## config.mk

```make
export PLATFORM = sky130hd
export DESIGN_NAME = debug_req_gate
export DESIGN_NICKNAME = d
export VERILOG_FILES = /design/src/logic/bus_pkg.sv /design/src/logic/soc_pkg.sv /design/src/logic/debug_req_gate.sv
export SDC_FILE = /design/constraint.sdc
export NUM_CORES = 1
export LEC_CHECK = 0
export BUFFER_PORTS_ARGS = -buffer_cell sky130_fd_sc_hd__buf_2
export CAP_MARGIN = 20
export CORE_AREA = 4 4 41 43
export DETAILED_ROUTE_END_ITERATION = 16
export DIE_AREA = 0 0 45 47
export PLACE_DENSITY = 0.48
export SLEW_MARGIN = 20
export SYNTH_ARGS = -nofsm -noshare
export SYNTH_HDL_FRONTEND = slang
export SYNTH_SLANG_ARGS = --single-unit
```

## constraint.sdc

```tcl
create_clock -name clk_i -period 3.5 [get_ports clk_i]
set_input_delay 0.175 -clock clk_i [delete_from_list [all_inputs] [get_ports clk_i]]
set_output_delay 0.175 -clock clk_i [all_outputs]
set_load 0.01 [all_outputs]
```

## src/logic/bus_pkg.sv

```systemverilog
// memory bus widths and the word types built on them
// plus derived constants for word alignment

package bus_pkg;

  // --------------------
  // bus geometry
  // --------------------

  // byte address, one 64-bit word per transfer
  localparam int unsigned AddrWidth = 32;
  localparam int unsigned DataWidth = 64;

  // one enable per byte lane
  localparam int unsigned StrbWidth = DataWidth / 8;

  // low address bits that pick a byte inside a word
  localparam int unsigned WordOffset = $clog2(StrbWidth);

  // --------------------
  // word types
  // --------------------

  typedef logic [AddrWidth-1:0] addr_t;
  typedef logic [DataWidth-1:0] data_t;
  typedef logic [StrbWidth-1:0] strb_t;

  // clears the byte select bits of an address
  localparam addr_t WordMask = ~addr_t'(StrbWidth - 1);

  // bits in one byte lane
  localparam int unsigned ByteWidth = DataWidth / StrbWidth;

endpackage

```

## src/logic/soc_pkg.sv

```systemverilog
// platform address map, target select and memory sizes
// boot table tag and debug hold-off length

package soc_pkg;

  import bus_pkg::*;

  // --------------------
  // address map
  // --------------------

  localparam addr_t ExitBase = 32'h0000_1000;
  localparam addr_t RomBase  = 32'h0001_0000;
  localparam addr_t SramBase = 32'h8000_0000;

  // sizes in words
  localparam int unsigned RomWords  = 16;
  localparam int unsigned SramWords = 256;

  localparam int unsigned RomBytes     = RomWords * StrbWidth;
  localparam int unsigned SramBytes    = SramWords * StrbWidth;
  localparam int unsigned RomIdxWidth  = $clog2(RomWords);
  localparam int unsigned SramIdxWidth = $clog2(SramWords);

  // boot word i holds {i, i ^ RomTag}
  localparam logic [31:0] RomTag = 32'hB007_C0DE;

  // debug request held off this many cycles after power-on
  localparam int unsigned DebugDelayCycles = 64;
  localparam int unsigned DebugCntWidth    = $clog2(DebugDelayCycles + 1);

  typedef enum logic [1:0] {
    TgtRom  = 2'd0,
    TgtSram = 2'd1,
    TgtExit = 2'd2,
    TgtNone = 2'd3
  } target_e;

  // window lookup, anything outside the three windows is unmapped
  function automatic target_e decode_target(addr_t addr);
    target_e tgt;
    addr_t   rom_off;
    addr_t   sram_off;
    rom_off  = addr - RomBase;
    sram_off = addr - SramBase;
    if (rom_off < RomBytes) begin
      tgt = TgtRom;
    end else if (sram_off < SramBytes) begin
      tgt = TgtSram;
    end else if ((addr & WordMask) == ExitBase) begin
      tgt = TgtExit;
    end else begin
      tgt = TgtNone;
    end
    return tgt;
  endfunction

endpackage

```

## src/logic/debug_req_gate.sv

```systemverilog
// debug request gate
// post-reset hold-off counter and enable

`timescale 1ns/1ps

module debug_req_gate (
  input  logic clk_i,
  input  logic rst_ni,
  input  logic dbg_req_i,
  input  logic dbg_enable_i,
  output logic debug_req_o
);

  import soc_pkg::*;

  logic [DebugCntWidth-1:0] cnt_q;
  logic                     hold;

  // gives the boot code time to run before the first debug request
  always_ff @(posedge clk_i or negedge rst_ni) begin
    if (!rst_ni) begin
      cnt_q <= DebugCntWidth'(DebugDelayCycles);
    end else if (cnt_q != '0) begin
      cnt_q <= cnt_q - 1'b1;
    end
  end

  assign hold = (cnt_q != '0);

  // pass through only once the counter has run out
  assign debug_req_o = !hold && dbg_enable_i && dbg_req_i;

  assert property (@(posedge clk_i) disable iff (!rst_ni) hold |-> !debug_req_o)
    else $error("debug request passed during the hold-off window");

endmodule

```

==> flow_metrics.py <==
metrics = {
    "cells_and_area": {
        "top_register": "cnt_q",
        "top_regs": "cnt_q (7)",
        "drive_gt1_frac": 0.325,
        "fin_util": 0.340,
        "area_growth_pct": 20.4,
        "insertedDiodeCount": 0,
        "largest_reg_flops": 7,
        "fin_nets": 47,
    },
    "worst_setup_path": {
        "cp-end-kind": "output pin",
        "cp_slowest_cell": "nor4b_4",
        "crit_type": "reg -> out",
        "r2r_setup_slack_ps": 1970,
        "cp_data_required_time_ps": 3320,
        "cp_data_arrival_time_ps": 1840,
        "start_kind": "flop",
        "crit_fanout": 6,
        "max_stage_delay_ps": 420,
        "path_cells": "or3_4, nor4b_4, and3_2, buf_2",
    },
    "clock_network": {
        "cts_resized": 0,
        "hold_buffers": 1,
        "cts_made_buffers": 3,
        "insertion_delay_ps": 250,
        "clk_pin_slew_ps": 60,
        "cts-root-buf": "clkbuf_4",
        "cts_tree": "yes",
        "cts_buffer_depth": 2,
        "cts_max_level": 1,
        "cts_setup_buffers": 0,
        "clock_sinks": 7,
    },
    "global_routing": {
        "antenna_found_initial": 0,
        "grt_pass1_wl_microns": 1040,
        "grt.met1_usage": 0.0820,
        "grt.total_usage": 0.0726,
        "gr-usage-met2": 0.107,
        "grt_max_degree": 8,
        "grt_pass1_vias": 260,
        "gr-usage-met3": 0.0115,
        "overflow": 0,
        "grt_busiest_layer": "met2",
    },
    "synth": {
        "syn_avg_cell_area_sq_um": 11.9,
        "synth-seq-area-share": 0.480,
        "synth_area_sq_um": 368,
        "synthCells": 31,
        "yosysWarnings": 0,
        "yosysUniqueCellTypes": 14,
        "syn-num-nets": 37,
        "ys_seq_elements": 7,
    },
    "die": {
        "die_h_microns": 47,
        "die_area_sq_um": 2120,
        "die_w_microns": 45,
        "fp-row-count": 13,
        "ios": 5,
        "core_sq_um": 1300,
        "initial_core_util": 0.283,
    },
    "detailed_routing": {
        "ant_nets": 0,
        "routed_wirelength_microns": 593,
        "num_vias": 240,
        "drt-initial-drc-count": 3,
        "drt_pass1_iterations": 2,
        "drcViolationCount": 0,
        "wire_per_inst_microns": 10.8,
        "viasPerCell": 4.36,
    },
    "timing": {
        "max_freq_mhz": 498,
        "setup_violations": 0,
        "relSlewSlack": 0.703,
        "skew_ps": 5.19,
        "fin_crit_sh": 0.574,
        "min_period_ps": 2010,
        "drv_slew": 0,
        "setup-tns-final_ps": 0,
        "worst_slack_ps": 1490,
        "worstMarginPinSlew_ps": 443,
        "finalHoldViolCount": 0,
        "grt_setup_unrepaired": "no",
    },
    "placed_design": {
        "gp_congestion": 0.707,
        "dp_slack_ps": 1750,
        "place_hpwl_microns": 464,
        "port-buffer-count": 4,
    },
    "min_path": {
        "min_path_type": "in -> async",
    },
    "status": {
        "status": "complete, no violations",
    },
    "power_and_ir_drop": {
        "leakage_nw": 0.225,
        "powerDensity_nw_per_um2": 363,
        "vdd_ir_drop_max_uv": 182,
    },
    "flow_run": {
        "cap_violations": 0,
    },
}
power breakdown:
group,switching (mW),internal (mW)
Combinational,0.00242,0.00269
Sequential,0,0.0811
Clock,0.0310,0.0436
final timing paths:
check / to / startpoint / depth (start not counted)
min reg2reg: cnt_q[0] / cnt_q[0] / 1
max in group asynchronous: cnt_q[6] / rst_ni / 2
max: debug_req_o / cnt_q[3] / 4
min in group clk_i: cnt_q[0] / cnt_q[0] / 1
max reg2reg: cnt_q[1] / cnt_q[3] / 3
min: cnt_q[5] / rst_ni / 2
critical path, delay by kind of cell, from the launching register on:
| kind | cells | cell delay [ps] |
|---|---|---|
| AND/OR/NAND/NOR | 3 | 1060 |
| buffers and inverters | 1 | 120 |
| flip-flops | 1 | 400 |
synth_stat cells (all sizes together):
cell type / count / area share
a21oi: 1 / 0.014
and3: 1 / 0.020
xnor2: 4 / 0.095
nor3b: 2 / 0.041
nor4b: 1 / 0.065
nor3: 2 / 0.027
nor2: 4 / 0.041
dfstp: 1 / 0.071
inv: 3 / 0.031
dfrtp: 6 / 0.41
or3: 1 / 0.031
mux2i: 1 / 0.027
ha: 2 / 0.068
mux2: 2 / 0.061
cell families (layout without fill, tap and decap cells):
group | Yosys count | count (layout) | share of synthesized area
muxes | 3 | 3 | 0.0884
and+or+nand+nor | 11 | 11 | 0.224
buffers and inverters | 3 | 12 | 0.0306
xor gates and xnor gates | 4 | 4 | 0.0952
adders and majority gates | 2 | 2 | 0.0680
DFF | 7 | 7 | 0.480
AOI/OAI and AO/OA | 1 | 1 | 0.0136
cell type report:
type	count	area [sq um]
fillers	138	858
multi-input cells	21	180
flip-flops and latches	7	176
repair buffers	5	30.0
clock buffers	4	26.3
well taps	15	18.8
inverters	3	11.3
layer usage:
layer	share of wire	wire [microns]
met5	0	0
met4	0.029	17
met3	0.034	20
met2	0.51	303
met1	0.42	252
placed cells by master, fill, tap and decap left out:
| cell | instances |
|---|---|
| dfstp_2 | 1 |
| mux2i_1 | 1 |
| inv_1 | 3 |
| nor3_1 | 2 |
| mux2_2 | 2 |
| clkbuf_1 | 1 |
| clkbuf_4 | 3 |
| a21oi_1 | 1 |
| or3_4 | 1 |
| ha_1 | 2 |
| dfrtp_1 | 6 |
| nor3b_1 | 2 |
| buf_2 | 4 |
| dlygate4sd3_1 | 1 |
| and3_2 | 1 |
| xnor2_1 | 4 |
| nor2_1 | 4 |
| nor4b_4 | 1 |
stage by stage:
step / hold WS [ps] / cell area [sq um] / instances / power (mW)
6_report: 282 / 443 / 55 / 0.161
5_1_grt: 294 / 443 / 55 / 0.171
4_1_cts: 285 / 443 / 55 / 0.164
3_5_place_dp: 18.7 / 407 / 50 / 0.0870
3_3_place_gp: 16.0 / 407 / 50 / 0.0868
2_1_floorplan: -121 / 368 / 31 / 0.0833
Note: power is estimated with default switching activity, not from simulation.
