===== config.mk =====
export PLATFORM = sky130hd
export DESIGN_NAME = exit_reg_flat
export DESIGN_NICKNAME = d
export VERILOG_FILES = /design/src/logic/bus_pkg.sv /design/src/logic/mem_bus_if.sv /design/src/logic/exit_reg.sv /design/src/flat_wrapper.sv
export SDC_FILE = /design/constraint.sdc
export NUM_CORES = 1
export LEC_CHECK = 0
export BUFFER_PORTS_ARGS = -buffer_cell sky130_fd_sc_hd__buf_2
export CAP_MARGIN = 20
export CORE_AREA = 2 2 95 97
export CTS_CLUSTER_DIAMETER = 50
export DETAILED_ROUTE_END_ITERATION = 10
export DIE_AREA = 0 0 97 99
export SLEW_MARGIN = 20
export SYNTH_ARGS = -nofsm -noshare
export SYNTH_HDL_FRONTEND = slang
export SYNTH_SLANG_ARGS = --single-unit

===== constraint.sdc =====
create_clock -name clk_i -period 2.58 [get_ports clk_i]
set_clock_uncertainty 0.15 [all_clocks]
set_input_delay 0.129 -clock clk_i [delete_from_list [all_inputs] [get_ports clk_i]]
set_output_delay 0.129 -clock clk_i [all_outputs]
set_load 0.01 [all_outputs]

===== src/logic/bus_pkg.sv =====
// memory bus widths and the word types built on them
// plus derived constants for word alignment

package bus_pkg;

  // --------------------
  // bus geometry
  // --------------------

  // byte address, one 64-bit word per transfer
  localparam int unsigned AddrWidth = 32;
  localparam int unsigned DataWidth = 64;

  // one enable per byte lane
  localparam int unsigned StrbWidth = DataWidth / 8;

  // low address bits that pick a byte inside a word
  localparam int unsigned WordOffset = $clog2(StrbWidth);

  // --------------------
  // word types
  // --------------------

  typedef logic [AddrWidth-1:0] addr_t;
  typedef logic [DataWidth-1:0] data_t;
  typedef logic [StrbWidth-1:0] strb_t;

  // clears the byte select bits of an address
  localparam addr_t WordMask = ~addr_t'(StrbWidth - 1);

  // bits in one byte lane
  localparam int unsigned ByteWidth = DataWidth / StrbWidth;

endpackage


===== src/logic/mem_bus_if.sv =====
// single-cycle request/response memory bus
// master and slave views

`timescale 1ns/1ps

interface mem_bus_if;

  import bus_pkg::*;

  // request, one cycle wide, never stalled
  logic  req;
  logic  we;
  addr_t addr;
  strb_t be;
  data_t wdata;

  // response, exactly one cycle after the request
  logic  rvalid;
  data_t rdata;
  logic  err;

  modport master (
    output req,
    output we,
    output addr,
    output be,
    output wdata,
    input  rvalid,
    input  rdata,
    input  err
  );

  modport slave (
    input  req,
    input  we,
    input  addr,
    input  be,
    input  wdata,
    output rvalid,
    output rdata,
    output err
  );

endinterface


===== src/logic/exit_reg.sv =====
// end-of-test code register
// drives the exit output, reads back zero-extended

`timescale 1ns/1ps

module exit_reg (
  input  logic        clk_i,
  input  logic        rst_ni,
  mem_bus_if.slave    bus,
  output logic [31:0] exit_o
);

  import bus_pkg::*;

  logic [31:0] code_q;

  always_ff @(posedge clk_i or negedge rst_ni) begin
    if (!rst_ni) begin
      code_q     <= '0;
      bus.rvalid <= 1'b0;
    end else begin
      bus.rvalid <= bus.req;
      if (bus.req && bus.we) begin
        code_q <= bus.wdata[31:0];
      end
    end
  end

  always_ff @(posedge clk_i) begin
    if (bus.req && !bus.we) begin
      bus.rdata <= data_t'(code_q);
    end else begin
      bus.rdata <= '0;
    end
  end

  assign bus.err = 1'b0;
  assign exit_o  = code_q;

endmodule


===== src/flat_wrapper.sv =====
// flat-port wrapper written by rule: the top's interface ports become plain ports
module exit_reg_flat import bus_pkg::*;
  (clk_i, rst_ni, exit_o, bus_req, bus_we, bus_addr, bus_be, bus_wdata, bus_rvalid, bus_rdata, bus_err);
  mem_bus_if bus_i ();
  input  logic clk_i;
  input  logic rst_ni;
  output logic [31:0] exit_o;
  input wire logic [$bits(bus_i.req)-1:0] bus_req;
  input wire logic [$bits(bus_i.we)-1:0] bus_we;
  input wire logic [$bits(bus_i.addr)-1:0] bus_addr;
  input wire logic [$bits(bus_i.be)-1:0] bus_be;
  input wire logic [$bits(bus_i.wdata)-1:0] bus_wdata;
  output wire logic [$bits(bus_i.rvalid)-1:0] bus_rvalid;
  output wire logic [$bits(bus_i.rdata)-1:0] bus_rdata;
  output wire logic [$bits(bus_i.err)-1:0] bus_err;
  assign bus_i.req = bus_req;
  assign bus_i.we = bus_we;
  assign bus_i.addr = bus_addr;
  assign bus_i.be = bus_be;
  assign bus_i.wdata = bus_wdata;
  assign bus_rvalid = bus_i.rvalid;
  assign bus_rdata = bus_i.rdata;
  assign bus_err = bus_i.err;
  exit_reg u_core (.clk_i(clk_i), .rst_ni(rst_ni), .bus(bus_i), .exit_o(exit_o));
endmodule

==> results of run 1 <==
==> critical path: stages <==
cell	delay (ns)
dlygate4sd3_1	0.54
buf_2	0.14
nand2_1	0.48
buf_12	0.25
mux2_2	0.35
==> flip-flops by register name, summed over array words and instances (netlist names) <==
name,count
u_core.bus.rdata,32
u_core.bus.rvalid,1
u_core.exit_o,32
==> cell usage after synthesis, drive strengths merged <==
master  count
clkbuf      3
dfxtp      32
nand2       1
dfrtp      33
conb        1
mux2       32
and2       32
buf        36
nor2b       1
==> power by group through the flow <==
stage / clock [mW] / combinational, mW / sequential, mW
finish: 0.863 / 0.385 / 1.17
global route: 0.943 / 0.421 / 1.19
CTS: 0.905 / 0.391 / 1.17
detailed placement: 0 / 0.351 / 1.20
global placement: 0 / 0.347 / 1.19
floorplan: 0 / 0.164 / 1.24
==> path summary, 6_finish.rpt <==
check	from	endpoint	slack, ns
setup / recovery	bus_req	u_core.exit_o[1]	0.73
hold / removal	bus_we	u_core.bus.rdata[31]	0.07
setup reg to reg	u_core.exit_o[26]	u_core.exit_o[26]	1.65
hold reg to reg	u_core.exit_o[31]	u_core.bus.rdata[31]	0.33
max in group asynchronous	rst_ni	u_core.exit_o[19]	1.53
min in group asynchronous	rst_ni	u_core.exit_o[4]	0.25
==> area by class of cell <==
type	count	area, um2
clock inverters	6	67.6
fillers	830	5180
flip-flops and latches	65	1470
clock buffers	10	138
multi-input cells	99	697
repair buffers	136	868
well taps	108	135
==> layer usage <==
layer  vias to the layer above  share of wire
met2                        93           0.50
met1                       746           0.39
met3                         5          0.094
li1                        774              -
met4                         0          0.010
met5                         -              0
==> kinds of logic after synthesis <==
family	count (synthesis)	synth area share
buffers and inverters	39	0.121
muxes	32	0.155
other	1	0.00161
and+or+nand+nor	34	0.0905
DFF	65	0.631
==> through the flow <==
stage,util,std cells,area [um2],setup slack (ns),hold WS (ns)
after global placement,0.331,374,2830,0.922,0.116
after detailed placement,0.331,374,2830,0.907,0.114
after CTS,0.394,424,3370,0.735,0.0557
final,0.394,424,3370,0.730,0.0680
after global routing,0.394,424,3370,0.669,0.0848
after floorplan,-,203,2440,1.54,-0.317
==> repair_timing <==
item | in CTS | in global routing
endpoints found under the hold margin | 66 | 0
hold buffers | 34 | 0
setup buffers | 0 | 0
==> results.sh, run 1 <==
export IMPL_run_status="finished, final reports clean"
export IMPL_grtUsageTotal=0.108
export IMPL_tightest_slew_ns=0.765
export IMPL_power_share_sequential=0.484
export IMPL_num_antenna_cells=0
export IMPL_fin_crit_sh=0.717
export IMPL_powerDensity_mw_per_mm2=717
export IMPL_syn_cell_area_mm2=0.00232
export IMPL_layout_common_cells="buf_2 (100), dlygate4sd3_1 (34), conb_1 (33), dfrtp_1 (33)"
export IMPL_via_count=1618
export IMPL_internal_power_mw=1.79
export IMPL_grt_busiest_layer="met2"
export IMPL_die_y_um=99
export IMPL_cts_resized_gates=0
export IMPL_drt_iter0_drc=20
export IMPL_layout_commonest_cell="buf_2"
export IMPL_slew_headroom=0.490
export IMPL_setup_violations=0
export IMPL_nNetsFinal=419
export IMPL_port_buffers=100
export IMPL_synth_distinct_cells=9
export IMPL_drive_gt1_frac=0.478
export IMPL_critical_path_required_ns=2.64
export IMPL_grt_pass1_wl_mm=7.96
export IMPL_start_util=0.272
export IMPL_max_clock_path_buffers=2
export IMPL_cp_start_kind="input port"
export IMPL_rsz0062_at_grt="false"
export IMPL_cp_arrival_ns=1.91
export IMPL_rows=34
export IMPL_grt_pass1_vias=1602
export IMPL_drc=0
export IMPL_vias_per_cell=3.82
export IMPL_hold_violations=0
export IMPL_cts_tree="done"
export IMPL_worstSkewPairLatency_ns=0.33
export IMPL_p_sw_frac=0.258
export IMPL_min_path_type="in2reg"
export IMPL_worstSetupEndpointType="register"
export IMPL_worstPathMaxFanout=20
export IMPL_wl_per_cell_um=11.7
export IMPL_setup_tns_ns=0
export IMPL_antenna_found_initial=0
export IMPL_p_comb_frac=0.159
export IMPL_irDropWorstVdd_uv=238
export IMPL_synth_top_area_frac=0.356
export IMPL_leakagePower_nw=1.68
export IMPL_dieArea_mm2=0.00960
export IMPL_use_met1=0.113
export IMPL_grt_max_degree=34
export IMPL_ys_ff_latch=65
export IMPL_cts_sinks=65
export IMPL_first_pass_iters=4
export IMPL_min_delay_path_depth=3
export IMPL_synth_warnings=0
export IMPL_critPathKind="in2reg"
export IMPL_drv_slew=0
export IMPL_layout_area_overhead_vs_synth_pct=45.2
export IMPL_dp_hpwl_mm=3.28
export IMPL_use_met3=0.0489
export IMPL_avgSynthCellArea_um2=13.6
export IMPL_cts_root_buffer="clkbuf_8"
export IMPL_drv_cap=0
export IMPL_switching_power_mw=0.625
export IMPL_yosysSeqAreaShare=0.631
export IMPL_die_width_um=97
export IMPL_clock_tree_htree_level_count=3
export IMPL_cts_buffers=9
export IMPL_synthCells=171
export IMPL_fmax_mhz=540
export IMPL_ios=206
export IMPL_period_needed_ns=1.85
export IMPL_synth_top_cell_by_area="dfrtp_1"
export IMPL_grtUsageMet2=0.186
export IMPL_drtAntennaViolNets=0
export IMPL_power_mw=2.42
export IMPL_wl_mm=4.97
export IMPL_path_clk_slew_ns=0.08
export IMPL_overflow=0
export IMPL_synthTopCellsByArea="dfrtp_1 (36%), dfxtp_1 (28%), mux2_2 (16%), buf_4 (12%), and2_1 (8.6%)"
export IMPL_ff2ff_path_depth=1
export IMPL_place_gp_congestion=0.660
export IMPL_clkPwrFrac=0.357
export IMPL_core_mm2=0.00855
Note: power is estimated with default switching activity, not from simulation.
==> inputs of run 2 (changes only) <==
- clock period: 2.58 -> 1.85 ns (I/O delays scaled with it)
==> run 2 against run 1 <==
Against the previous run: via count is 1.4% lower; clock power rose by 84%; critical path depth did not move; worst setup slack lost 0.32 ns; first-iteration DRC count is 85% higher; die area is the same; final cell count stayed put; combinational power grew 39%; critical endpoint is now u_core.exit_o[19]; highest routed layer unchanged.
==> results.sh, run 2 (same netlist as run 1, synthesis figures left out) <==
export IMPL_place_gp_congestion=0.669
export IMPL_drtAntennaViolNets=0
export IMPL_fin_crit_sh=0.777
export IMPL_cp_arrival_ns=1.50
export IMPL_cts_buffers=9
export IMPL_start_util=0.272
export IMPL_layout_commonest_cell="buf_2"
export IMPL_min_delay_start="bus_we"
export IMPL_vias_per_cell=3.76
export IMPL_cts_sinks=65
export IMPL_reg2reg_from="u_core.exit_o[7]"
export IMPL_nNetsFinal=419
export IMPL_critical_path_required_ns=1.91
export IMPL_r2r_slack_ns=0.92
export IMPL_path_clk_slew_ns=0.08
export IMPL_stdcell_area_mm2=0.00343
export IMPL_worstPathCellList="dlygate4sd3_1, buf_2, nand2_1, buf_4, mux2_2"
export IMPL_die_width_um=97
export IMPL_dp_cells=374
export IMPL_min_delay_path_depth=3
export IMPL_drc=0
export IMPL_first_pass_iters=3
export IMPL_setup_violations=0
export IMPL_drt_iter0_drc=37
export IMPL_drive_gt1_frac=0.478
export IMPL_drv_cap=0
export IMPL_wl_per_cell_um=11.9
export IMPL_ios=206
export IMPL_wl_mm=5.03
export IMPL_ff2ff_path_depth=1
export IMPL_worstPathMaxFanout=18
export IMPL_num_antenna_cells=0
export IMPL_overflow=0
export IMPL_power_mw=3.76
export IMPL_hold_violations=0
export IMPL_layout_area_overhead_vs_synth_pct=47.5
export IMPL_layout_common_cells="buf_2 (100), dlygate4sd3_1 (34), conb_1 (33), dfrtp_1 (33)"
export IMPL_period_needed_ns=1.44
export IMPL_worstSkewPairLatency_ns=0.33
export IMPL_cpLargestDelayFamily="buffers and inverters"
export IMPL_max_clock_path_buffers=2
export IMPL_cpMaxStageDelayCell="dlygate4sd3_1"
export IMPL_via_count=1595
export IMPL_cts_root_buffer="clkbuf_8"
export IMPL_cp_start_kind="input port"
export IMPL_setup_tns_ns=0
export IMPL_leakagePower_nw=1.71
export IMPL_grt_pass1_wl_mm=8.06
export IMPL_whs_ns=0.0653
export IMPL_clock_tree_htree_level_count=3
export IMPL_crit_buf_inv=3
export IMPL_dieArea_mm2=0.00960
export IMPL_run_status="finished, final reports clean"
export IMPL_grt_pass1_vias=1627
export IMPL_worstSetupEndpointType="register"
export IMPL_die_y_um=99
export IMPL_port_buffers=100
export IMPL_grtUsageTotal=0.108
export IMPL_rows=34
export IMPL_crit_path_max_incr_delay_ns=0.54
export IMPL_rsz0062_at_grt="false"
export IMPL_core_mm2=0.00855
export IMPL_antenna_found_initial=0
export IMPL_min_path_type="in2reg"
export IMPL_powerDensity_mw_per_mm2=1100
export IMPL_dp_hpwl_mm=3.20
export IMPL_irDropWorstVdd_uv=355
export IMPL_slew_headroom=0.483
export IMPL_tightest_slew_ns=0.776
export IMPL_final_instance_count_excl_fill=424
export IMPL_grt_max_degree=34
export IMPL_critPathKind="in2reg"
export IMPL_reg2reg_to="u_core.exit_o[7]"
export IMPL_fmax_mhz=696
export IMPL_min_to="u_core.bus.rdata[2]"
export IMPL_nFillCells=844
export IMPL_cts_tree="done"
export IMPL_drv_slew=0
export IMPL_post_dp_cell_area_mm2=0.00282
## run 2: what timing repair did
| item | 4_1_cts | 5_1_grt |
|---|---|---|
| hold endpoints to repair | 66 | 0 |
| hold buffers | 34 | 0 |
| resized for setup | 0 | 0 |
| buffers inserted | 0 | 0 |
## run 2: power by group
group,switching [mW],internal [mW],leakage (nW)
clock network,0.554,1.03,0.133
registers,0.0743,1.56,0.650
logic,0.255,0.281,0.927
## run 2: layout make-up
type,count,area (um2),area share
clock buffers,9,124,0.0362
clock inverters,7,143,0.0416
multi-input cells,99,702,0.205
flip-flops and latches,65,1470,0.428
well taps,108,135,0.0394
repair buffers,136,856,0.250
## run 2: per-stage QoR
stage / utilization / setup slack (ns)
floorplan: - / 0.849
global placement: 0.329 / 0.203
detailed placement: 0.330 / 0.598
CTS: 0.401 / 0.408
global route: 0.401 / 0.359
finish: 0.401 / 0.413
## run 2: worst max path at each step
| stage | from | end | slack [ns] | depth (start not counted) |
|---|---|---|---|---|
| floorplan | bus_we | u_core.exit_o[10] | 0.85 | 3 |
| global placement | bus_req | u_core.bus.rdata[10] | 0.20 | 3 |
| detailed placement | bus_req | u_core.bus.rdata[15] | 0.60 | 3 |
| CTS | bus_req | u_core.bus.rdata[15] | 0.41 | 4 |
| global route | bus_req | u_core.bus.rdata[16] | 0.36 | 4 |
| finish | bus_req | u_core.exit_o[19] | 0.41 | 5 |
## run 2: metal layers
layer,track usage,vias to the layer above,part of all wire
met5,0,-,0
met1,0.116,743,0.40
met2,0.186,87,0.50
met4,0.0358,0,0.012
met3,0.0539,5,0.085
li1,-,760,-
