File: config.mk
export PLATFORM = sky130hd
export DESIGN_NAME = addr_demux_flat
export DESIGN_NICKNAME = d
export VERILOG_FILES = /design/src/logic/bus_pkg.sv /design/src/logic/soc_pkg.sv /design/src/logic/mem_bus_if.sv /design/src/logic/addr_demux.sv /design/src/flat_wrapper.sv
export SDC_FILE = /design/constraint.sdc
export NUM_CORES = 1
export LEC_CHECK = 0
export BUFFER_PORTS_ARGS = -buffer_cell sky130_fd_sc_hd__buf_4
export CELL_PAD_IN_SITES_DETAIL_PLACEMENT = 0
export CELL_PAD_IN_SITES_GLOBAL_PLACEMENT = 2
export CORE_AREA = 2 2 270 272
export DETAILED_ROUTE_END_ITERATION = 8
export DIE_AREA = 0 0 272 274
export MAX_ROUTING_LAYER = met4
export PLACE_DENSITY_LB_ADDON = 0.1
export SLEW_MARGIN = 20
export SYNTH_ARGS = -nofsm -noshare
export SYNTH_HDL_FRONTEND = slang
export SYNTH_SLANG_ARGS = --single-unit
File: constraint.sdc
create_clock -name clk_i -period 6.6 [get_ports clk_i]
set_input_delay 1.65 -clock clk_i [delete_from_list [all_inputs] [get_ports clk_i]]
set_output_delay 1.65 -clock clk_i [all_outputs]
set_load 0.03 [all_outputs]
File: src/logic/bus_pkg.sv
// memory bus widths and the word types built on them
// plus derived constants for word alignment

package bus_pkg;

  // --------------------
  // bus geometry
  // --------------------

  // byte address, one 64-bit word per transfer
  localparam int unsigned AddrWidth = 32;
  localparam int unsigned DataWidth = 64;

  // one enable per byte lane
  localparam int unsigned StrbWidth = DataWidth / 8;

  // low address bits that pick a byte inside a word
  localparam int unsigned WordOffset = $clog2(StrbWidth);

  // --------------------
  // word types
  // --------------------

  typedef logic [AddrWidth-1:0] addr_t;
  typedef logic [DataWidth-1:0] data_t;
  typedef logic [StrbWidth-1:0] strb_t;

  // clears the byte select bits of an address
  localparam addr_t WordMask = ~addr_t'(StrbWidth - 1);

  // bits in one byte lane
  localparam int unsigned ByteWidth = DataWidth / StrbWidth;

endpackage

File: src/logic/soc_pkg.sv
// platform address map, target select and memory sizes
// boot table tag and debug hold-off length

package soc_pkg;

  import bus_pkg::*;

  // --------------------
  // address map
  // --------------------

  localparam addr_t ExitBase = 32'h0000_1000;
  localparam addr_t RomBase  = 32'h0001_0000;
  localparam addr_t SramBase = 32'h8000_0000;

  // sizes in words
  localparam int unsigned RomWords  = 16;
  localparam int unsigned SramWords = 256;

  localparam int unsigned RomBytes     = RomWords * StrbWidth;
  localparam int unsigned SramBytes    = SramWords * StrbWidth;
  localparam int unsigned RomIdxWidth  = $clog2(RomWords);
  localparam int unsigned SramIdxWidth = $clog2(SramWords);

  // boot word i holds {i, i ^ RomTag}
  localparam logic [31:0] RomTag = 32'hB007_C0DE;

  // debug request held off this many cycles after power-on
  localparam int unsigned DebugDelayCycles = 64;
  localparam int unsigned DebugCntWidth    = $clog2(DebugDelayCycles + 1);

  typedef enum logic [1:0] {
    TgtRom  = 2'd0,
    TgtSram = 2'd1,
    TgtExit = 2'd2,
    TgtNone = 2'd3
  } target_e;

  // window lookup, anything outside the three windows is unmapped
  function automatic target_e decode_target(addr_t addr);
    target_e tgt;
    addr_t   rom_off;
    addr_t   sram_off;
    rom_off  = addr - RomBase;
    sram_off = addr - SramBase;
    if (rom_off < RomBytes) begin
      tgt = TgtRom;
    end else if (sram_off < SramBytes) begin
      tgt = TgtSram;
    end else if ((addr & WordMask) == ExitBase) begin
      tgt = TgtExit;
    end else begin
      tgt = TgtNone;
    end
    return tgt;
  endfunction

endpackage

File: src/logic/mem_bus_if.sv
// single-cycle request/response memory bus
// master and slave views

`timescale 1ns/1ps

interface mem_bus_if;

  import bus_pkg::*;

  // request, one cycle wide, never stalled
  logic  req;
  logic  we;
  addr_t addr;
  strb_t be;
  data_t wdata;

  // response, exactly one cycle after the request
  logic  rvalid;
  data_t rdata;
  logic  err;

  modport master (
    output req,
    output we,
    output addr,
    output be,
    output wdata,
    input  rvalid,
    input  rdata,
    input  err
  );

  modport slave (
    input  req,
    input  we,
    input  addr,
    input  be,
    input  wdata,
    output rvalid,
    output rdata,
    output err
  );

endinterface

File: src/logic/addr_demux.sv
// address decode and request routing to rom, sram and exit register
// response select and error response for unmapped addresses

`timescale 1ns/1ps

module addr_demux (
  input  logic             clk_i,
  input  logic             rst_ni,
  input  logic             req_i,
  input  logic             we_i,
  input  bus_pkg::addr_t   addr_i,
  input  bus_pkg::strb_t   be_i,
  input  bus_pkg::data_t   wdata_i,
  output logic             rvalid_o,
  output logic             err_o,
  output bus_pkg::data_t   rdata_o,
  mem_bus_if.master        rom_bus,
  mem_bus_if.master        sram_bus,
  mem_bus_if.master        exit_bus
);

  import bus_pkg::*;
  import soc_pkg::*;

  target_e    tgt_d;
  target_e    tgt_q;
  logic       req_q;
  logic [2:0] req_vec;
  logic [2:0] rsp_vec;

  // --------------------
  // request side
  // --------------------

  assign tgt_d = decode_target(addr_i);

  assign rom_bus.req  = req_i && (tgt_d == TgtRom);
  assign sram_bus.req = req_i && (tgt_d == TgtSram);
  assign exit_bus.req = req_i && (tgt_d == TgtExit);

  // targets see the aligned offset into their own window
  assign rom_bus.addr  = (addr_i - RomBase) & WordMask;
  assign sram_bus.addr = (addr_i - SramBase) & WordMask;
  assign exit_bus.addr = (addr_i - ExitBase) & WordMask;

  assign rom_bus.we     = we_i;
  assign rom_bus.be     = be_i;
  assign rom_bus.wdata  = wdata_i;
  assign sram_bus.we    = we_i;
  assign sram_bus.be    = be_i;
  assign sram_bus.wdata = wdata_i;
  assign exit_bus.we    = we_i;
  assign exit_bus.be    = be_i;
  assign exit_bus.wdata = wdata_i;

  // --------------------
  // response side
  // --------------------

  // target of the request one cycle back
  always_ff @(posedge clk_i or negedge rst_ni) begin
    if (!rst_ni) begin
      tgt_q <= TgtNone;
      req_q <= 1'b0;
    end else begin
      tgt_q <= tgt_d;
      req_q <= req_i;
    end
  end

  always_comb begin
    rvalid_o = 1'b0;
    err_o    = 1'b0;
    rdata_o  = '0;
    case (tgt_q)
      TgtRom: begin
        rvalid_o = rom_bus.rvalid;
        err_o    = rom_bus.err;
        rdata_o  = rom_bus.rdata;
      end
      TgtSram: begin
        rvalid_o = sram_bus.rvalid;
        err_o    = sram_bus.err;
        rdata_o  = sram_bus.rdata;
      end
      TgtExit: begin
        rvalid_o = exit_bus.rvalid;
        err_o    = exit_bus.err;
        rdata_o  = exit_bus.rdata;
      end
      default: begin
        // unmapped, answered here with zero data
        rvalid_o = req_q;
        err_o    = req_q;
      end
    endcase
  end

  assign req_vec = {rom_bus.req, sram_bus.req, exit_bus.req};
  assign rsp_vec = {rom_bus.rvalid, sram_bus.rvalid, exit_bus.rvalid};

  assert property (@(posedge clk_i) disable iff (!rst_ni) $onehot0(req_vec))
    else $error("more than one target selected");

  // a target only answers what it was asked the cycle before
  assert property (@(posedge clk_i) disable iff (!rst_ni)
    (rsp_vec & ~$past(req_vec)) == 3'b000)
    else $error("target response without a preceding request");

endmodule

File: src/flat_wrapper.sv
// flat-port wrapper written by rule: the top's interface ports become plain ports
module addr_demux_flat import bus_pkg::*; import soc_pkg::*;
  (clk_i, rst_ni, req_i, we_i, addr_i, be_i, wdata_i, rvalid_o, err_o, rdata_o, rom_bus_req, rom_bus_we, rom_bus_addr, rom_bus_be, rom_bus_wdata, rom_bus_rvalid, rom_bus_rdata, rom_bus_err, sram_bus_req, sram_bus_we, sram_bus_addr, sram_bus_be, sram_bus_wdata, sram_bus_rvalid, sram_bus_rdata, sram_bus_err, exit_bus_req, exit_bus_we, exit_bus_addr, exit_bus_be, exit_bus_wdata, exit_bus_rvalid, exit_bus_rdata, exit_bus_err);
  mem_bus_if rom_bus_i ();
  mem_bus_if sram_bus_i ();
  mem_bus_if exit_bus_i ();
  input  logic clk_i;
  input  logic rst_ni;
  input  logic req_i;
  input  logic we_i;
  input  bus_pkg::addr_t addr_i;
  input  bus_pkg::strb_t be_i;
  input  bus_pkg::data_t wdata_i;
  output logic rvalid_o;
  output logic err_o;
  output bus_pkg::data_t rdata_o;
  output wire logic [$bits(rom_bus_i.req)-1:0] rom_bus_req;
  output wire logic [$bits(rom_bus_i.we)-1:0] rom_bus_we;
  output wire logic [$bits(rom_bus_i.addr)-1:0] rom_bus_addr;
  output wire logic [$bits(rom_bus_i.be)-1:0] rom_bus_be;
  output wire logic [$bits(rom_bus_i.wdata)-1:0] rom_bus_wdata;
  input wire logic [$bits(rom_bus_i.rvalid)-1:0] rom_bus_rvalid;
  input wire logic [$bits(rom_bus_i.rdata)-1:0] rom_bus_rdata;
  input wire logic [$bits(rom_bus_i.err)-1:0] rom_bus_err;
  output wire logic [$bits(sram_bus_i.req)-1:0] sram_bus_req;
  output wire logic [$bits(sram_bus_i.we)-1:0] sram_bus_we;
  output wire logic [$bits(sram_bus_i.addr)-1:0] sram_bus_addr;
  output wire logic [$bits(sram_bus_i.be)-1:0] sram_bus_be;
  output wire logic [$bits(sram_bus_i.wdata)-1:0] sram_bus_wdata;
  input wire logic [$bits(sram_bus_i.rvalid)-1:0] sram_bus_rvalid;
  input wire logic [$bits(sram_bus_i.rdata)-1:0] sram_bus_rdata;
  input wire logic [$bits(sram_bus_i.err)-1:0] sram_bus_err;
  output wire logic [$bits(exit_bus_i.req)-1:0] exit_bus_req;
  output wire logic [$bits(exit_bus_i.we)-1:0] exit_bus_we;
  output wire logic [$bits(exit_bus_i.addr)-1:0] exit_bus_addr;
  output wire logic [$bits(exit_bus_i.be)-1:0] exit_bus_be;
  output wire logic [$bits(exit_bus_i.wdata)-1:0] exit_bus_wdata;
  input wire logic [$bits(exit_bus_i.rvalid)-1:0] exit_bus_rvalid;
  input wire logic [$bits(exit_bus_i.rdata)-1:0] exit_bus_rdata;
  input wire logic [$bits(exit_bus_i.err)-1:0] exit_bus_err;
  assign rom_bus_req = rom_bus_i.req;
  assign rom_bus_we = rom_bus_i.we;
  assign rom_bus_addr = rom_bus_i.addr;
  assign rom_bus_be = rom_bus_i.be;
  assign rom_bus_wdata = rom_bus_i.wdata;
  assign rom_bus_i.rvalid = rom_bus_rvalid;
  assign rom_bus_i.rdata = rom_bus_rdata;
  assign rom_bus_i.err = rom_bus_err;
  assign sram_bus_req = sram_bus_i.req;
  assign sram_bus_we = sram_bus_i.we;
  assign sram_bus_addr = sram_bus_i.addr;
  assign sram_bus_be = sram_bus_i.be;
  assign sram_bus_wdata = sram_bus_i.wdata;
  assign sram_bus_i.rvalid = sram_bus_rvalid;
  assign sram_bus_i.rdata = sram_bus_rdata;
  assign sram_bus_i.err = sram_bus_err;
  assign exit_bus_req = exit_bus_i.req;
  assign exit_bus_we = exit_bus_i.we;
  assign exit_bus_addr = exit_bus_i.addr;
  assign exit_bus_be = exit_bus_i.be;
  assign exit_bus_wdata = exit_bus_i.wdata;
  assign exit_bus_i.rvalid = exit_bus_rvalid;
  assign exit_bus_i.rdata = exit_bus_rdata;
  assign exit_bus_i.err = exit_bus_err;
  addr_demux u_core (.clk_i(clk_i), .rst_ni(rst_ni), .req_i(req_i), .we_i(we_i), .addr_i(addr_i), .be_i(be_i), .wdata_i(wdata_i), .rvalid_o(rvalid_o), .err_o(err_o), .rdata_o(rdata_o), .rom_bus(rom_bus_i), .sram_bus(sram_bus_i), .exit_bus(exit_bus_i));
endmodule
==> metrics.yaml <==
placement:
  post-dp-hpwl_um: 23700
  dp_cells: 1695
  port_buffers: 385
  pre_cts_ws_ns: 0.481
  place.gp.congestion: 0.690
timing:
  setup-tns-final_ns: 0
  slew_viol_final: 0
  fin_crit_sh_pct: 88.9
  rsz0062_at_grt: "no"
  slew_headroom_pct: 39.8
  timing.hold.ws_ns: 1.21
  setup_viol: 0
  setup_ws_ns: 0.732
  max_freq_ghz: 0.170
  tightest_slew_ns: 0.903
  hold_viol: 0
  period_needed_ns: 5.87
grt:
  antenna_found_initial: 0
  grt_max_degree: 45
  use_met1_pct: 8.72
  use_met3_pct: 4.61
  grt-busiest-layer: "met2"
  grt_pass1_vias: 4549
  grt_pass1_wl_um: 37700
  grt_use_total_pct: 7.26
  grtUsageMet2_pct: 10.5
  grt.overflow.total: 0
drt:
  wirelength_um: 28300
  ant_nets: 0
  drc: 0
  vias: 4313
  via_per_inst: 2.54
  initialDrtViolationCount: 125
  drt_pre_antenna_iters: 4
  wl_per_cell_um: 16.7
clock_tree:
  cts_buffer_depth: 2
  cts_tree: "yes"
  numCtsBuffers: 3
  post_cts_buffers: 0
  cts.htree.levels: 1
  clkTransAtPathRegs_ns: 0.03
  ctsRootBufferMaster: "clkbuf_16"
  cts_resized: 0
  cts.sinks: 3
  hold_buffers: 0
setup_path:
  start_kind: "input pin"
  critPathTopFamily: "simple AND/OR/NAND/NOR gates"
  cp-end-kind: "output port"
  path_class: "input pin to output port"
  required_ns: 4.95
  cpMostUsedCell: "buf_4"
  worst_path_largest_cell_delay_ns: 0.69
  crit_path_top_delay_cell: "nor4_1"
  arrival_ns: 4.22
  crit_chain: "buf_4 -> nor4_1 -> nand4_2 -> or4_1 -> nor4_2 -> and2_1 -> buf_4"
  cp.buffers_inverters: 2
  worstPathMaxFanout: 5
synthesis:
  async_reset_ff_share_pct: 100
  avgSynthCellArea_sq_um: 7.02
  synth_area_sq_um: 4550
  synth_edf_count: 0
  syn_inst: 648
  synth_flop_cell: "dfstp_2"
  yosysUniqueCellTypes: 53
  seq_area_frac_synth_pct: 1.71
  synth_warnings: 0
  ys_ff_latch: 3
final_layout:
  antenna_cells: 0
  final_common_cell: "buf_4"
  drive_gt1_share_pct: 56.2
  nFillCells: 8486
  syn2layout_area_growth_pct: 44.8
  fin_cells: 1699
  nNetsFinal: 1052
  layout_common_cells: "buf_4, nand2_1, o21ai_0"
power_and_ir_drop:
  powerDensity_nw_per_um2: 63.3
  p_leak_nw: 3.21
  ir_drop_mv: 0.0759
flow_run:
  max_cap_viol_count: 0
die:
  rows: 99
  fp.dieH_um: 274
  die_area_sq_um: 74500
  start_util_pct: 6.32
  io_pins: 690
  coreArea_sq_um: 72000
  die_w_um: 272
worst_hold_path:
  worst_hold_path_type: "input pin to async pin"
run_status:
  outcome: "finished, final reports clean"
-- registers in the layout (all words and copies together), names as in the netlist --
register      count
u_core.req_q      1
u_core.tgt_q      2
-- cell families after synthesis --
kind of cell,count (synthesis),synth area share [%]
DFF,3,1.71
other,1,0.0825
xor gates and xnor gates,30,5.78
and+or+nand+nor,136,15.4
muxes,66,15.1
adders and majority gates,5,1.38
buffers and inverters,322,50.1
AOI/OAI and AO/OA,85,10.5
-- power breakdown --
group / switching [mW] / leakage, nW / internal (mW)
sequential: 0.000415 / 0.0325 / 0.0188
clock: 0.0152 / 0.0382 / 0.0796
combinational: 0.154 / 3.14 / 0.148
-- per-layer routing --
layer	wire length [um]	part of all wire, %
met5	0	0
met2	12300	43
met3	3990	14
met4	91	0.32
met1	11900	42
-- per-stage QoR --
stage	instance area [sq um]	total power, mW	util, %
3_3_place_gp	6500	0.332	9.04
4_1_cts	6580	0.426	9.15
6_report	6580	0.417	9.15
5_1_grt	6580	0.443	9.15
3_5_place_dp	6500	0.329	9.04
2_1_floorplan	4580	0.416	-
-- synthesized netlist by cell type (2+ instances only) --
cell type | instances | share of area (%)
a21oi_1 | 7 | 0.77
and2_1 | 2 | 0.28
mux2i_1 | 64 | 14
nand2_1 | 76 | 6.3
buf_1 | 8 | 0.66
buf_4 | 279 | 46
o21ai_0 | 65 | 7.2
and3_1 | 2 | 0.28
nor2b_1 | 2 | 0.28
nand2b_1 | 3 | 0.41
nand4_2 | 2 | 0.55
nor4_4 | 2 | 0.94
inv_1 | 11 | 0.91
buf_2 | 7 | 0.77
buf_6 | 2 | 0.50
xnor2_1 | 22 | 4.2
or4_1 | 3 | 0.50
or2_2 | 3 | 0.41
dfstp_2 | 2 | 1.2
nor3_1 | 2 | 0.22
ha_1 | 5 | 1.4
mux4_2 | 2 | 0.99
xor2_1 | 8 | 1.5
nor4_1 | 3 | 0.41
nand3_1 | 9 | 0.99
nor2_1 | 14 | 1.2
clkbuf_1 | 15 | 1.2
nor4_2 | 3 | 0.83
-- final cells by class --
| class | instances | area (sq um) | area share, % |
|---|---|---|---|
| clock buffers | 4 | 78.8 | 1.20 |
| inverters | 11 | 41.3 | 0.627 |
| multi-input cells | 331 | 2230 | 33.9 |
| flip-flops and latches | 3 | 81.3 | 1.24 |
| well taps | 959 | 1200 | 18.2 |
| repair buffers | 391 | 2950 | 44.8 |
-- worst paths after layout --
| path | from | endpoint | slack (ns) | depth (start not counted) |
|---|---|---|---|---|
| min | rst_ni | u_core.req_q | 1.21 | 1 |
| min in group clk_i | req_i | u_core.req_q | 1.61 | 1 |
| max | addr_i[30] | exit_bus_req | 0.73 | 7 |
| max in group asynchronous | rst_ni | u_core.tgt_q[0] | 5.20 | 1 |
Power figures use the tool's default switching activity.
