`src/logic/bus_pkg.sv`:
```
// memory bus widths and the word types built on them
// plus derived constants for word alignment

package bus_pkg;

  // --------------------
  // bus geometry
  // --------------------

  // byte address, one 64-bit word per transfer
  localparam int unsigned AddrWidth = 32;
  localparam int unsigned DataWidth = 64;

  // one enable per byte lane
  localparam int unsigned StrbWidth = DataWidth / 8;

  // low address bits that pick a byte inside a word
  localparam int unsigned WordOffset = $clog2(StrbWidth);

  // --------------------
  // word types
  // --------------------

  typedef logic [AddrWidth-1:0] addr_t;
  typedef logic [DataWidth-1:0] data_t;
  typedef logic [StrbWidth-1:0] strb_t;

  // clears the byte select bits of an address
  localparam addr_t WordMask = ~addr_t'(StrbWidth - 1);

  // bits in one byte lane
  localparam int unsigned ByteWidth = DataWidth / StrbWidth;

endpackage

```
`src/logic/soc_pkg.sv`:
```
// platform address map, target select and memory sizes
// boot table tag and debug hold-off length

package soc_pkg;

  import bus_pkg::*;

  // --------------------
  // address map
  // --------------------

  localparam addr_t ExitBase = 32'h0000_1000;
  localparam addr_t RomBase  = 32'h0001_0000;
  localparam addr_t SramBase = 32'h8000_0000;

  // sizes in words
  localparam int unsigned RomWords  = 16;
  localparam int unsigned SramWords = 256;

  localparam int unsigned RomBytes     = RomWords * StrbWidth;
  localparam int unsigned SramBytes    = SramWords * StrbWidth;
  localparam int unsigned RomIdxWidth  = $clog2(RomWords);
  localparam int unsigned SramIdxWidth = $clog2(SramWords);

  // boot word i holds {i, i ^ RomTag}
  localparam logic [31:0] RomTag = 32'hB007_C0DE;

  // debug request held off this many cycles after power-on
  localparam int unsigned DebugDelayCycles = 64;
  localparam int unsigned DebugCntWidth    = $clog2(DebugDelayCycles + 1);

  typedef enum logic [1:0] {
    TgtRom  = 2'd0,
    TgtSram = 2'd1,
    TgtExit = 2'd2,
    TgtNone = 2'd3
  } target_e;

  // window lookup, anything outside the three windows is unmapped
  function automatic target_e decode_target(addr_t addr);
    target_e tgt;
    addr_t   rom_off;
    addr_t   sram_off;
    rom_off  = addr - RomBase;
    sram_off = addr - SramBase;
    if (rom_off < RomBytes) begin
      tgt = TgtRom;
    end else if (sram_off < SramBytes) begin
      tgt = TgtSram;
    end else if ((addr & WordMask) == ExitBase) begin
      tgt = TgtExit;
    end else begin
      tgt = TgtNone;
    end
    return tgt;
  endfunction

endpackage

```
`src/logic/mem_bus_if.sv`:
```
// single-cycle request/response memory bus
// master and slave views

`timescale 1ns/1ps

interface mem_bus_if;

  import bus_pkg::*;

  // request, one cycle wide, never stalled
  logic  req;
  logic  we;
  addr_t addr;
  strb_t be;
  data_t wdata;

  // response, exactly one cycle after the request
  logic  rvalid;
  data_t rdata;
  logic  err;

  modport master (
    output req,
    output we,
    output addr,
    output be,
    output wdata,
    input  rvalid,
    input  rdata,
    input  err
  );

  modport slave (
    input  req,
    input  we,
    input  addr,
    input  be,
    input  wdata,
    output rvalid,
    output rdata,
    output err
  );

endinterface

```
`src/logic/boot_rom.sv`:
```
// boot rom with a fixed table built from the rom tag
// registered read and an error response on writes

`timescale 1ns/1ps

module boot_rom (
  input  logic      clk_i,
  mem_bus_if.slave  bus
);

  import bus_pkg::*;
  import soc_pkg::*;

  data_t                  rom_table [RomWords];
  logic [RomIdxWidth-1:0] idx;

  // index in the upper half of word i, index xor tag in the lower half
  for (genvar i = 0; i < RomWords; i++) begin : gen_table
    assign rom_table[i] = {32'(i), 32'(i) ^ RomTag};
  end

  assign idx = bus.addr[WordOffset +: RomIdxWidth];

  // response follows the request by one cycle
  always_ff @(posedge clk_i) begin
    bus.rvalid <= bus.req;
    bus.err    <= bus.req && bus.we;
    if (bus.req && !bus.we) begin
      bus.rdata <= rom_table[idx];
    end else begin
      bus.rdata <= '0;
    end
  end

endmodule

```
`src/flat_wrapper.sv`:
```
// flat-port wrapper written by rule: the top's interface ports become plain ports
module boot_rom_flat import bus_pkg::*; import soc_pkg::*;
  (clk_i, bus_req, bus_we, bus_addr, bus_be, bus_wdata, bus_rvalid, bus_rdata, bus_err);
  mem_bus_if bus_i ();
  input  logic clk_i;
  input wire logic [$bits(bus_i.req)-1:0] bus_req;
  input wire logic [$bits(bus_i.we)-1:0] bus_we;
  input wire logic [$bits(bus_i.addr)-1:0] bus_addr;
  input wire logic [$bits(bus_i.be)-1:0] bus_be;
  input wire logic [$bits(bus_i.wdata)-1:0] bus_wdata;
  output wire logic [$bits(bus_i.rvalid)-1:0] bus_rvalid;
  output wire logic [$bits(bus_i.rdata)-1:0] bus_rdata;
  output wire logic [$bits(bus_i.err)-1:0] bus_err;
  assign bus_i.req = bus_req;
  assign bus_i.we = bus_we;
  assign bus_i.addr = bus_addr;
  assign bus_i.be = bus_be;
  assign bus_i.wdata = bus_wdata;
  assign bus_rvalid = bus_i.rvalid;
  assign bus_rdata = bus_i.rdata;
  assign bus_err = bus_i.err;
  boot_rom u_core (.clk_i(clk_i), .bus(bus_i));
endmodule
```
`config.mk`:
```
export PLATFORM = sky130hd
export DESIGN_NAME = boot_rom_flat
export DESIGN_NICKNAME = d
export VERILOG_FILES = /design/src/logic/bus_pkg.sv /design/src/logic/soc_pkg.sv /design/src/logic/mem_bus_if.sv /design/src/logic/boot_rom.sv /design/src/flat_wrapper.sv
export SDC_FILE = /design/constraint.sdc
export NUM_CORES = 1
export LEC_CHECK = 0
export ABC_AREA = 1
export BUFFER_PORTS_ARGS = -buffer_cell sky130_fd_sc_hd__buf_4
export CAP_MARGIN = 20
export CORE_MARGIN = 10
export CORE_UTILIZATION = 21
export CTS_CLUSTER_SIZE = 8
export DETAILED_ROUTE_END_ITERATION = 7
export GPL_TIMING_DRIVEN = 0
export PLACE_DENSITY = 0.89
export SKIP_CTS_REPAIR_TIMING = 1
export SLEW_MARGIN = 0
export SYNTH_ARGS = -nofsm -noshare
export SYNTH_HDL_FRONTEND = slang
export SYNTH_SLANG_ARGS = --single-unit
export TNS_END_PERCENT = 10
```
`constraint.sdc`:
```
create_clock -name clk_i -period 1.02 [get_ports clk_i]
set_input_delay 0.255 -clock clk_i [delete_from_list [all_inputs] [get_ports clk_i]]
set_output_delay 0.255 -clock clk_i [all_outputs]
set_load 0.02 [all_outputs]
```
==> run_results.csv, run 1 <==
group,metric,value,unit
synthesis,ys_types,7,
finish,fin_nets,266,
clock_network,clock-sinks,10,
floorplan,die_h,77.2,um
clock_network,cts_tree,"yes",
global_routing,grt_pass1_wl,2550,um
power_and_ir_drop,leakagePower,0.756,nW
timing,setup_ws,-127,ps
power_and_ir_drop,ir_worst_vdd,446,uV
worst_setup_path,cpPeakStageDelay,380,ps
worst_setup_path,crit_buf_inv,2,
clock_network,cts_buffers,3,
worst_setup_path,crit_chain,"buf_4, buf_6",
floorplan,die_x,77.2,um
floorplan,fp.dieArea,0.00596,mm^2
floorplan,rows,20,
worst_setup_path,critPathRequiredTime,760,ps
timing,rsz0062_at_grt,"true",
timing,period_needed,1150,ps
global_routing,antenna_found_initial,0,
worst_setup_path,cpLargestDelayFamily,"flip-flops",
placement,place_congestion,0.621,
detailed_routing,avgViaCountPerCell,2.66,
finish,final_cell_mix,"71 x buf_4, 45 x conb_1, 12 x buf_6",
detailed_routing,wl_per_cell,8.82,um
synthesis,synth_cells,83,
worst_setup_path,slowest_stage,"dfxtp_4",
timing,setup_viol,12,
finish,multiInputGateArea,205,um^2
status,status,"finished with violations",
timing,hold_viol,0,
global_routing,grtUsageTotal,5.29,%
finish,drive_gt1_share,56.7,%
timing,maxSlewViolCount,0,
run,maxCapViolations,0,
detailed_routing,dr.pass1.iters,2,
finish,final_common_cell,"buf_4",
synthesis,synth_top_family_by_area,"buffers and inverters",
clock_network,root_buffer,"clkbuf_4",
power_and_ir_drop,powerDensity,984,mW/mm^2
finish,seq_area,205,um^2
synthesis,synth_simple_gate_area_share,5.28,%
synthesis,synth-xor-area-share,0,%
detailed_routing,route.detailed.drc,0,
global_routing,grt_max_degree,12,
placement,dpl_cell_area,0.00111,mm^2
global_routing,grt_pass1_vias,494,
placement,port_buffers,27,
timing,max_freq,0.871,GHz
min_path,hold_path.class,"in -> reg",
synthesis,ys_warn_count,0,
synthesis,synthAdderAreaFrac,0,%
synthesis,avgSynthCellArea,8.28,um^2
worst_setup_path,arrival,890,ps
finish,area_growth,72.1,%
timing,worst_hold_slack,122,ps
floorplan,initial_core_util,22.1,%
detailed_routing,vias,534,
floorplan,ios,173,
global_routing,grt_remaining_overflow,0,
worst_setup_path,crit_type,"reg -> out",
finish,diodes,0,
timing,setup_tns,-1330,ps
detailed_routing,drt-total-wl,1770,um
worst_setup_path,start_kind,"register",
clock_network,cts_buffer_depth,2,
detailed_routing,ant_nets,0,
synthesis,synthMuxAreaShare,0,%
synthesis,syn_area,687,um^2
synthesis,ys_ff_latch,10,
worst_setup_path,critPathCaptureType,"primary output",
synthesis,ys_seq_area_share,29.1,%
finish,stdcell_area,0.00118,mm^2
synthesis,synth_compound_area_share,0,%
worst_setup_path,crit_fanout,11,
timing,fin_crit_sh,112,%
status,violations,"negative setup slack",
detailed_routing,drt_iter0_markers,3,
clock_network,htreeDepth,1,
clock_network,cts.clk_slew.worst_paths,60,ps
placement,dp_hpwl,1680,um
floorplan,core_region_area,0.00310,mm^2
finish,fillers,344,
sequential cells by signal, indices dropped and copies added (netlist names):
signal	count
u_core.bus.err	1
u_core.bus.rdata	8
u_core.bus.rvalid	1
report_power, final:
group / total, W / internal (W) / switching (W)
clock network: 0.000254 / 0.000135 / 0.000119
registers: 0.000417 / 0.000407 / 0.00000983
logic: 0.000492 / 0.000222 / 0.000269
stage by stage:
stage | total power (W) | utilization (%) | instances | worst slack (ps)
final | 0.00116 | 38.1 | 201 | -127
after global routing | 0.00123 | 38.1 | 201 | -170
after floorplan | 0.000798 | - | 127 | 139
after detailed placement | 0.000889 | 35.8 | 198 | 84.2
after CTS | 0.00114 | 36.5 | 201 | -198
after global placement | 0.000885 | 35.8 | 198 | 91.4
area by class of cell:
class,instances,area share [%]
Multi-Input combinational cell,54,17.4
Tap cell,44,4.66
Buffer,56,35.9
Inverter,7,2.22
Timing Repair Buffer,27,20.6
Clock buffer,3,1.90
Sequential cell,10,17.4
cell families after synthesis:
| family | after synthesis |
|---|---|
| buffers and inverters | 63 |
| flip-flops | 10 |
| AND/OR/NAND/NOR | 9 |
| other | 1 |
path summary, 6_finish.rpt:
check | start | end | slack (ps) | cells past startpoint
min | bus_req | u_core.bus.rvalid | 120 | 1
max | u_core.bus.rdata[31] | bus_rdata[15] | -130 | 2
Yosys cell counts:
| master | instances | area (um^2) |
|---|---|---|
| conb_1 | 1 | 3.75 |
| nand2_1 | 1 | 3.75 |
| nand2_2 | 1 | 6.26 |
| dfxtp_1 | 10 | 200 |
| inv_1 | 7 | 26.3 |
| buf_4 | 56 | 420 |
| nor2_1 | 7 | 26.3 |
metal layers:
layer	up-vias	GRT usage [%]	part of all wire (%)	wire (um)
met4	0	1.64	0.56	10
met5	-	0	0	0
met2	37	9.95	56	994
met1	206	3.35	24	419
li1	289	-	-	-
met3	2	5.24	20	348
Note: power is estimated with default switching activity, not from simulation.
==> run 2, diff against run 1 <==
==> constraint.sdc (replaced) <==
create_clock -name clk_i -period 1.02 [get_ports clk_i]
set_input_delay 0.102 -clock clk_i [delete_from_list [all_inputs] [get_ports clk_i]]
set_output_delay 0.102 -clock clk_i [all_outputs]
set_load 0.02 [all_outputs]
==> run 2 against run 1 <==
Against the previous run: the flow now finishes without violations; maximum frequency increased by 14%; via count increased by 3.7%; routed wire length increased by 6.0%; total power increased by 8.7%; largest cell class unchanged; largest power group unchanged.
==> run_results.csv, run 2 (same netlist as run 1, synthesis figures left out) <==
group,metric,value,unit
status,status,"finished clean",
placement,place_congestion,0.628,
min_path,hold_path.class,"in -> reg",
finish,instances_no_fill,205,
min_path,hold_end,"u_core.bus.rdata[2]",
detailed_routing,ant_nets,0,
floorplan,core_region_area,0.00310,mm^2
detailed_routing,drt_iter0_markers,7,
timing,setup_ws,16.9,ps
global_routing,grt_pass1_vias,514,
floorplan,fp.dieArea,0.00596,mm^2
worst_setup_path,crit_fanout,11,
finish,reg_top3,"u_core.bus.rdata x8, u_core.bus.err x1, u_core.bus.rvalid x1",
clock_network,cts_tree,"yes",
clock_network,root_buffer,"clkbuf_4",
global_routing,grtUsageTotal,5.36,%
timing,rsz0062_at_grt,"true",
global_routing,grt_remaining_overflow,0,
placement,dp_cells,198,
min_path,hold_path_depth,2,
timing,max_freq,0.997,GHz
worst_setup_path,critPathCaptureType,"primary output",
worst_setup_path,arrival,900,ps
worst_setup_path,startpoint,"u_core.bus.rdata[31]",
run,maxCapViolations,0,
timing,hold_viol,0,
finish,drive_gt1_share,55.3,%
clock_network,cts_buffers,3,
power_and_ir_drop,powerDensity,1040,mW/mm^2
finish,diodes,0,
detailed_routing,dr.pass1.iters,2,
floorplan,rows,20,
floorplan,initial_core_util,22.1,%
worst_setup_path,crit_type,"reg -> out",
global_routing,antenna_found_initial,0,
min_path,hold_start,"bus_addr[5]",
clock_network,htreeDepth,1,
finish,largest_reg_flops,8,
power_and_ir_drop,ir_worst_vdd,544,uV
finish,stdcell_area,0.00122,mm^2
timing,period_needed,1000,ps
finish,final_common_cell,"buf_4",
detailed_routing,vias,554,
detailed_routing,wl_per_cell,9.17,um
timing,maxSlewViolCount,0,
worst_setup_path,start_kind,"register",
finish,fin_nets,269,
finish,top_register,"u_core.bus.rdata",
global_routing,grt_pass1_wl,2600,um
clock_network,cts_buffer_depth,2,
placement,dpl_cell_area,0.00111,mm^2
placement,preCtsSetupSlack,109,ps
timing,fin_crit_sh,98.3,%
floorplan,ios,173,
power_and_ir_drop,leakagePower,0.774,nW
placement,port_buffers,27,
detailed_routing,route.detailed.drc,0,
detailed_routing,drt-total-wl,1880,um
timing,setup_tns,0,ps
placement,dp_hpwl,1680,um
finish,final_cell_mix,"73 x buf_4, 45 x conb_1, 10 x buf_6",
clock_network,clock-sinks,10,
clock_network,cts.clk_slew.worst_paths,60,ps
finish,area_growth,77.2,%
worst_setup_path,critPathRequiredTime,920,ps
finish,fillers,348,
floorplan,die_h,77.2,um
timing,setup_viol,0,
global_routing,grt_max_degree,12,
floorplan,die_x,77.2,um
detailed_routing,avgViaCountPerCell,2.70,
[run 2: stage by stage]
step                utilization [%]  power (W)  hold WS (ps)
detailed placement             35.8   0.000888           231
floorplan                         -   0.000797           130
CTS                            36.9    0.00124         -43.0
global placement               35.8   0.000885           229
finish                         39.2    0.00126          3.90
global route                   39.2    0.00133          8.23
[run 2: how the worst max path moves through the flow]
stage / end / slack (ps)
3_5_place_dp: bus_rdata[14] / 110
2_1_floorplan: bus_rdata[14] / 140
3_3_place_gp: bus_rdata[6] / 110
4_1_cts: bus_rdata[7] / -190
6_report: bus_rdata[16] / 20
5_1_grt: bus_rdata[16] / -20
[run 2: power by group]
group / internal (W) / switching, W / total (W)
sequential: 0.000407 / 0.00000957 / 0.000416
clock: 0.000217 / 0.000131 / 0.000347
combinational: 0.000228 / 0.000273 / 0.000501
total: 0.000851 / 0.000413 / 0.00126
[run 2: area by class of cell]
cell class / count / area (um^2) / share of cell area [%]
plain buffers: 56 / 420 / 34.5
clock buffers: 4 / 36.3 / 2.98
inverters: 7 / 26.3 / 2.16
repair buffers: 30 / 270 / 22.2
well taps: 44 / 55.1 / 4.52
flip-flops and latches: 10 / 204 / 16.8
multi-input cells: 54 / 205 / 16.9
[run 2: worst max-delay path, cell delays in order (launching register included)]
cell and delay, ps:
dfxtp_4 380, buf_4 140, buf_6 120
[run 2: metal layers]
layer  up-vias  routed length [um]  GRT usage, %  share of wire (%)
met5         -                   0             0                  0
met4         0                  17          1.64               0.90
met3         3                 263          4.08                 14
met2        33                1170          11.3                 62
met1       222                 431          3.15                 23
li1        296                   -             -                  -
==> run 3, diff against run 2 <==
--- a/config.mk
+++ b/config.mk
@@ -13,6 +13,7 @@
 export CTS_CLUSTER_SIZE = 8
 export DETAILED_ROUTE_END_ITERATION = 7
 export GPL_TIMING_DRIVEN = 0
+export MAX_ROUTING_LAYER = met4
 export PLACE_DENSITY = 0.89
 export SKIP_CTS_REPAIR_TIMING = 1
 export SLEW_MARGIN = 0
==> run 3 against run 2 <==
Against the previous run: largest power group unchanged; highest routed layer is now met3; total power shrank 0.33%; first-iteration DRC count decreased by 29%; non-clock buffer count is the same; critical endpoint unchanged; largest cell class unchanged; via count down 0.36%.
==> run_results.csv, run 3 (same netlist as run 1, synthesis figures left out) <==
group,metric,value,unit
detailed_routing,ant_nets,0,
power_and_ir_drop,ir_worst_vdd,545,uV
detailed_routing,avgViaCountPerCell,2.69,
timing,setup_ws,22.1,ps
clock_network,cts_tree,"yes",
detailed_routing,wl_per_cell,9.24,um
detailed_routing,dr.pass1.iters,3,
global_routing,antenna_found_initial,0,
clock_network,clock-sinks,10,
worst_setup_path,start_kind,"register",
global_routing,grtUsageTotal,5.50,%
power_and_ir_drop,powerDensity,1040,mW/mm^2
floorplan,ios,173,
finish,drive_gt1_share,55.3,%
min_path,hold_path.class,"in -> reg",
timing,rsz0062_at_grt,"true",
worst_setup_path,critPathCaptureType,"primary output",
power_and_ir_drop,finalPower,0.00126,W
finish,reg_top3,"u_core.bus.rdata x8, u_core.bus.err x1, u_core.bus.rvalid x1",
status,status,"finished clean",
finish,top_register,"u_core.bus.rdata",
timing,setup_viol,0,
finish,area_growth,77.2,%
worst_setup_path,arrival,900,ps
timing,max_freq,1.00,GHz
global_routing,grt_pass1_vias,517,
worst_setup_path,critPathRequiredTime,920,ps
global_routing,grt_max_degree,12,
placement,dp_cells,198,
finish,diodes,0,
placement,port_buffers,27,
finish,instances_no_fill,205,
global_routing,grt_remaining_overflow,0,
finish,largest_reg_flops,8,
detailed_routing,vias,552,
floorplan,die_h,77.2,um
floorplan,fp.dieArea,0.00596,mm^2
floorplan,core_region_area,0.00310,mm^2
detailed_routing,drt_iter0_markers,5,
detailed_routing,drt-total-wl,1900,um
finish,final_cell_mix,"73 x buf_4, 45 x conb_1, 10 x buf_6",
global_routing,grt_pass1_wl,2590,um
finish,fillers,348,
detailed_routing,route.detailed.drc,0,
clock_network,root_buffer,"clkbuf_4",
finish,final_common_cell,"buf_4",
placement,dp_hpwl,1680,um
worst_setup_path,crit_fanout,11,
floorplan,initial_core_util,22.1,%
timing,worst_hold_slack,6.65,ps
floorplan,rows,20,
finish,stdcell_area,0.00122,mm^2
worst_setup_path,crit_type,"reg -> out",
floorplan,die_x,77.2,um
finish,fin_nets,269,
timing,fin_crit_sh,97.8,%
timing,hold_viol,0,
clock_network,cts_buffer_depth,2,
power_and_ir_drop,leakagePower,0.774,nW
clock_network,cts.clk_slew.worst_paths,60,ps
run,maxCapViolations,0,
placement,place_congestion,0.633,
clock_network,htreeDepth,1,
clock_network,cts_buffers,3,
timing,maxSlewViolCount,0,
placement,preCtsSetupSlack,109,ps
placement,dpl_cell_area,0.00111,mm^2
timing,period_needed,998,ps
==> run 3: cell counts in the layout (fill, tap and decap cells not counted) <==
No cell type changed its count.
==> run 3: worst max-delay path: stages, from the launching register on <==
cell and delay, ps:
dfxtp_4 380, buf_4 140, buf_6 120
==> run 3: layout make-up <==
type | instances | area, um^2 | share of cell area (%)
plain buffers | 56 | 420 | 34.5
clock buffers | 4 | 36.3 | 2.98
inverters | 7 | 26.3 | 2.16
multi-input cells | 54 | 205 | 16.9
flip-flops and latches | 10 | 204 | 16.8
well taps | 44 | 55.1 | 4.52
repair buffers | 30 | 270 | 22.2
==> run 3: per-layer routing <==
metal | routed length, um | up-vias | part of all wire, % | track usage, %
met3 | 160 | 0 | 8.4 | 2.45
met1 | 546 | 227 | 29 | 4.07
met4 | 0 | 0 | 0 | 1.64
met5 | 0 | - | 0 | -
met2 | 1190 | 30 | 63 | 11.3
li1 | - | 295 | - | -
==> run 3: power by group <==
group / total (W) / switching (W) / leakage, nW / internal [W]
sequential: 0.000416 / 0.00000958 / 0.0832 / 0.000407
clock: 0.000343 / 0.000126 / 0.0210 / 0.000216
combinational: 0.000501 / 0.000273 / 0.670 / 0.000228
total: 0.00126 / 0.000409 / 0.774 / 0.000851
==> run 3: worst paths after layout <==
kind / start / to / slack (ps) / cells after the start
worst max-delay path: u_core.bus.rdata[31] / bus_rdata[16] / 20 / 2
worst min-delay path: bus_addr[5] / u_core.bus.rdata[2] / 7 / 2
==> run 3: stage by stage <==
step | util (%) | TNS [ps]
after global routing | 39.2 | -159
after global placement | 35.8 | 0
after CTS | 36.9 | -1920
after detailed placement | 35.8 | 0
after floorplan | - | 0
final | 39.2 | 0
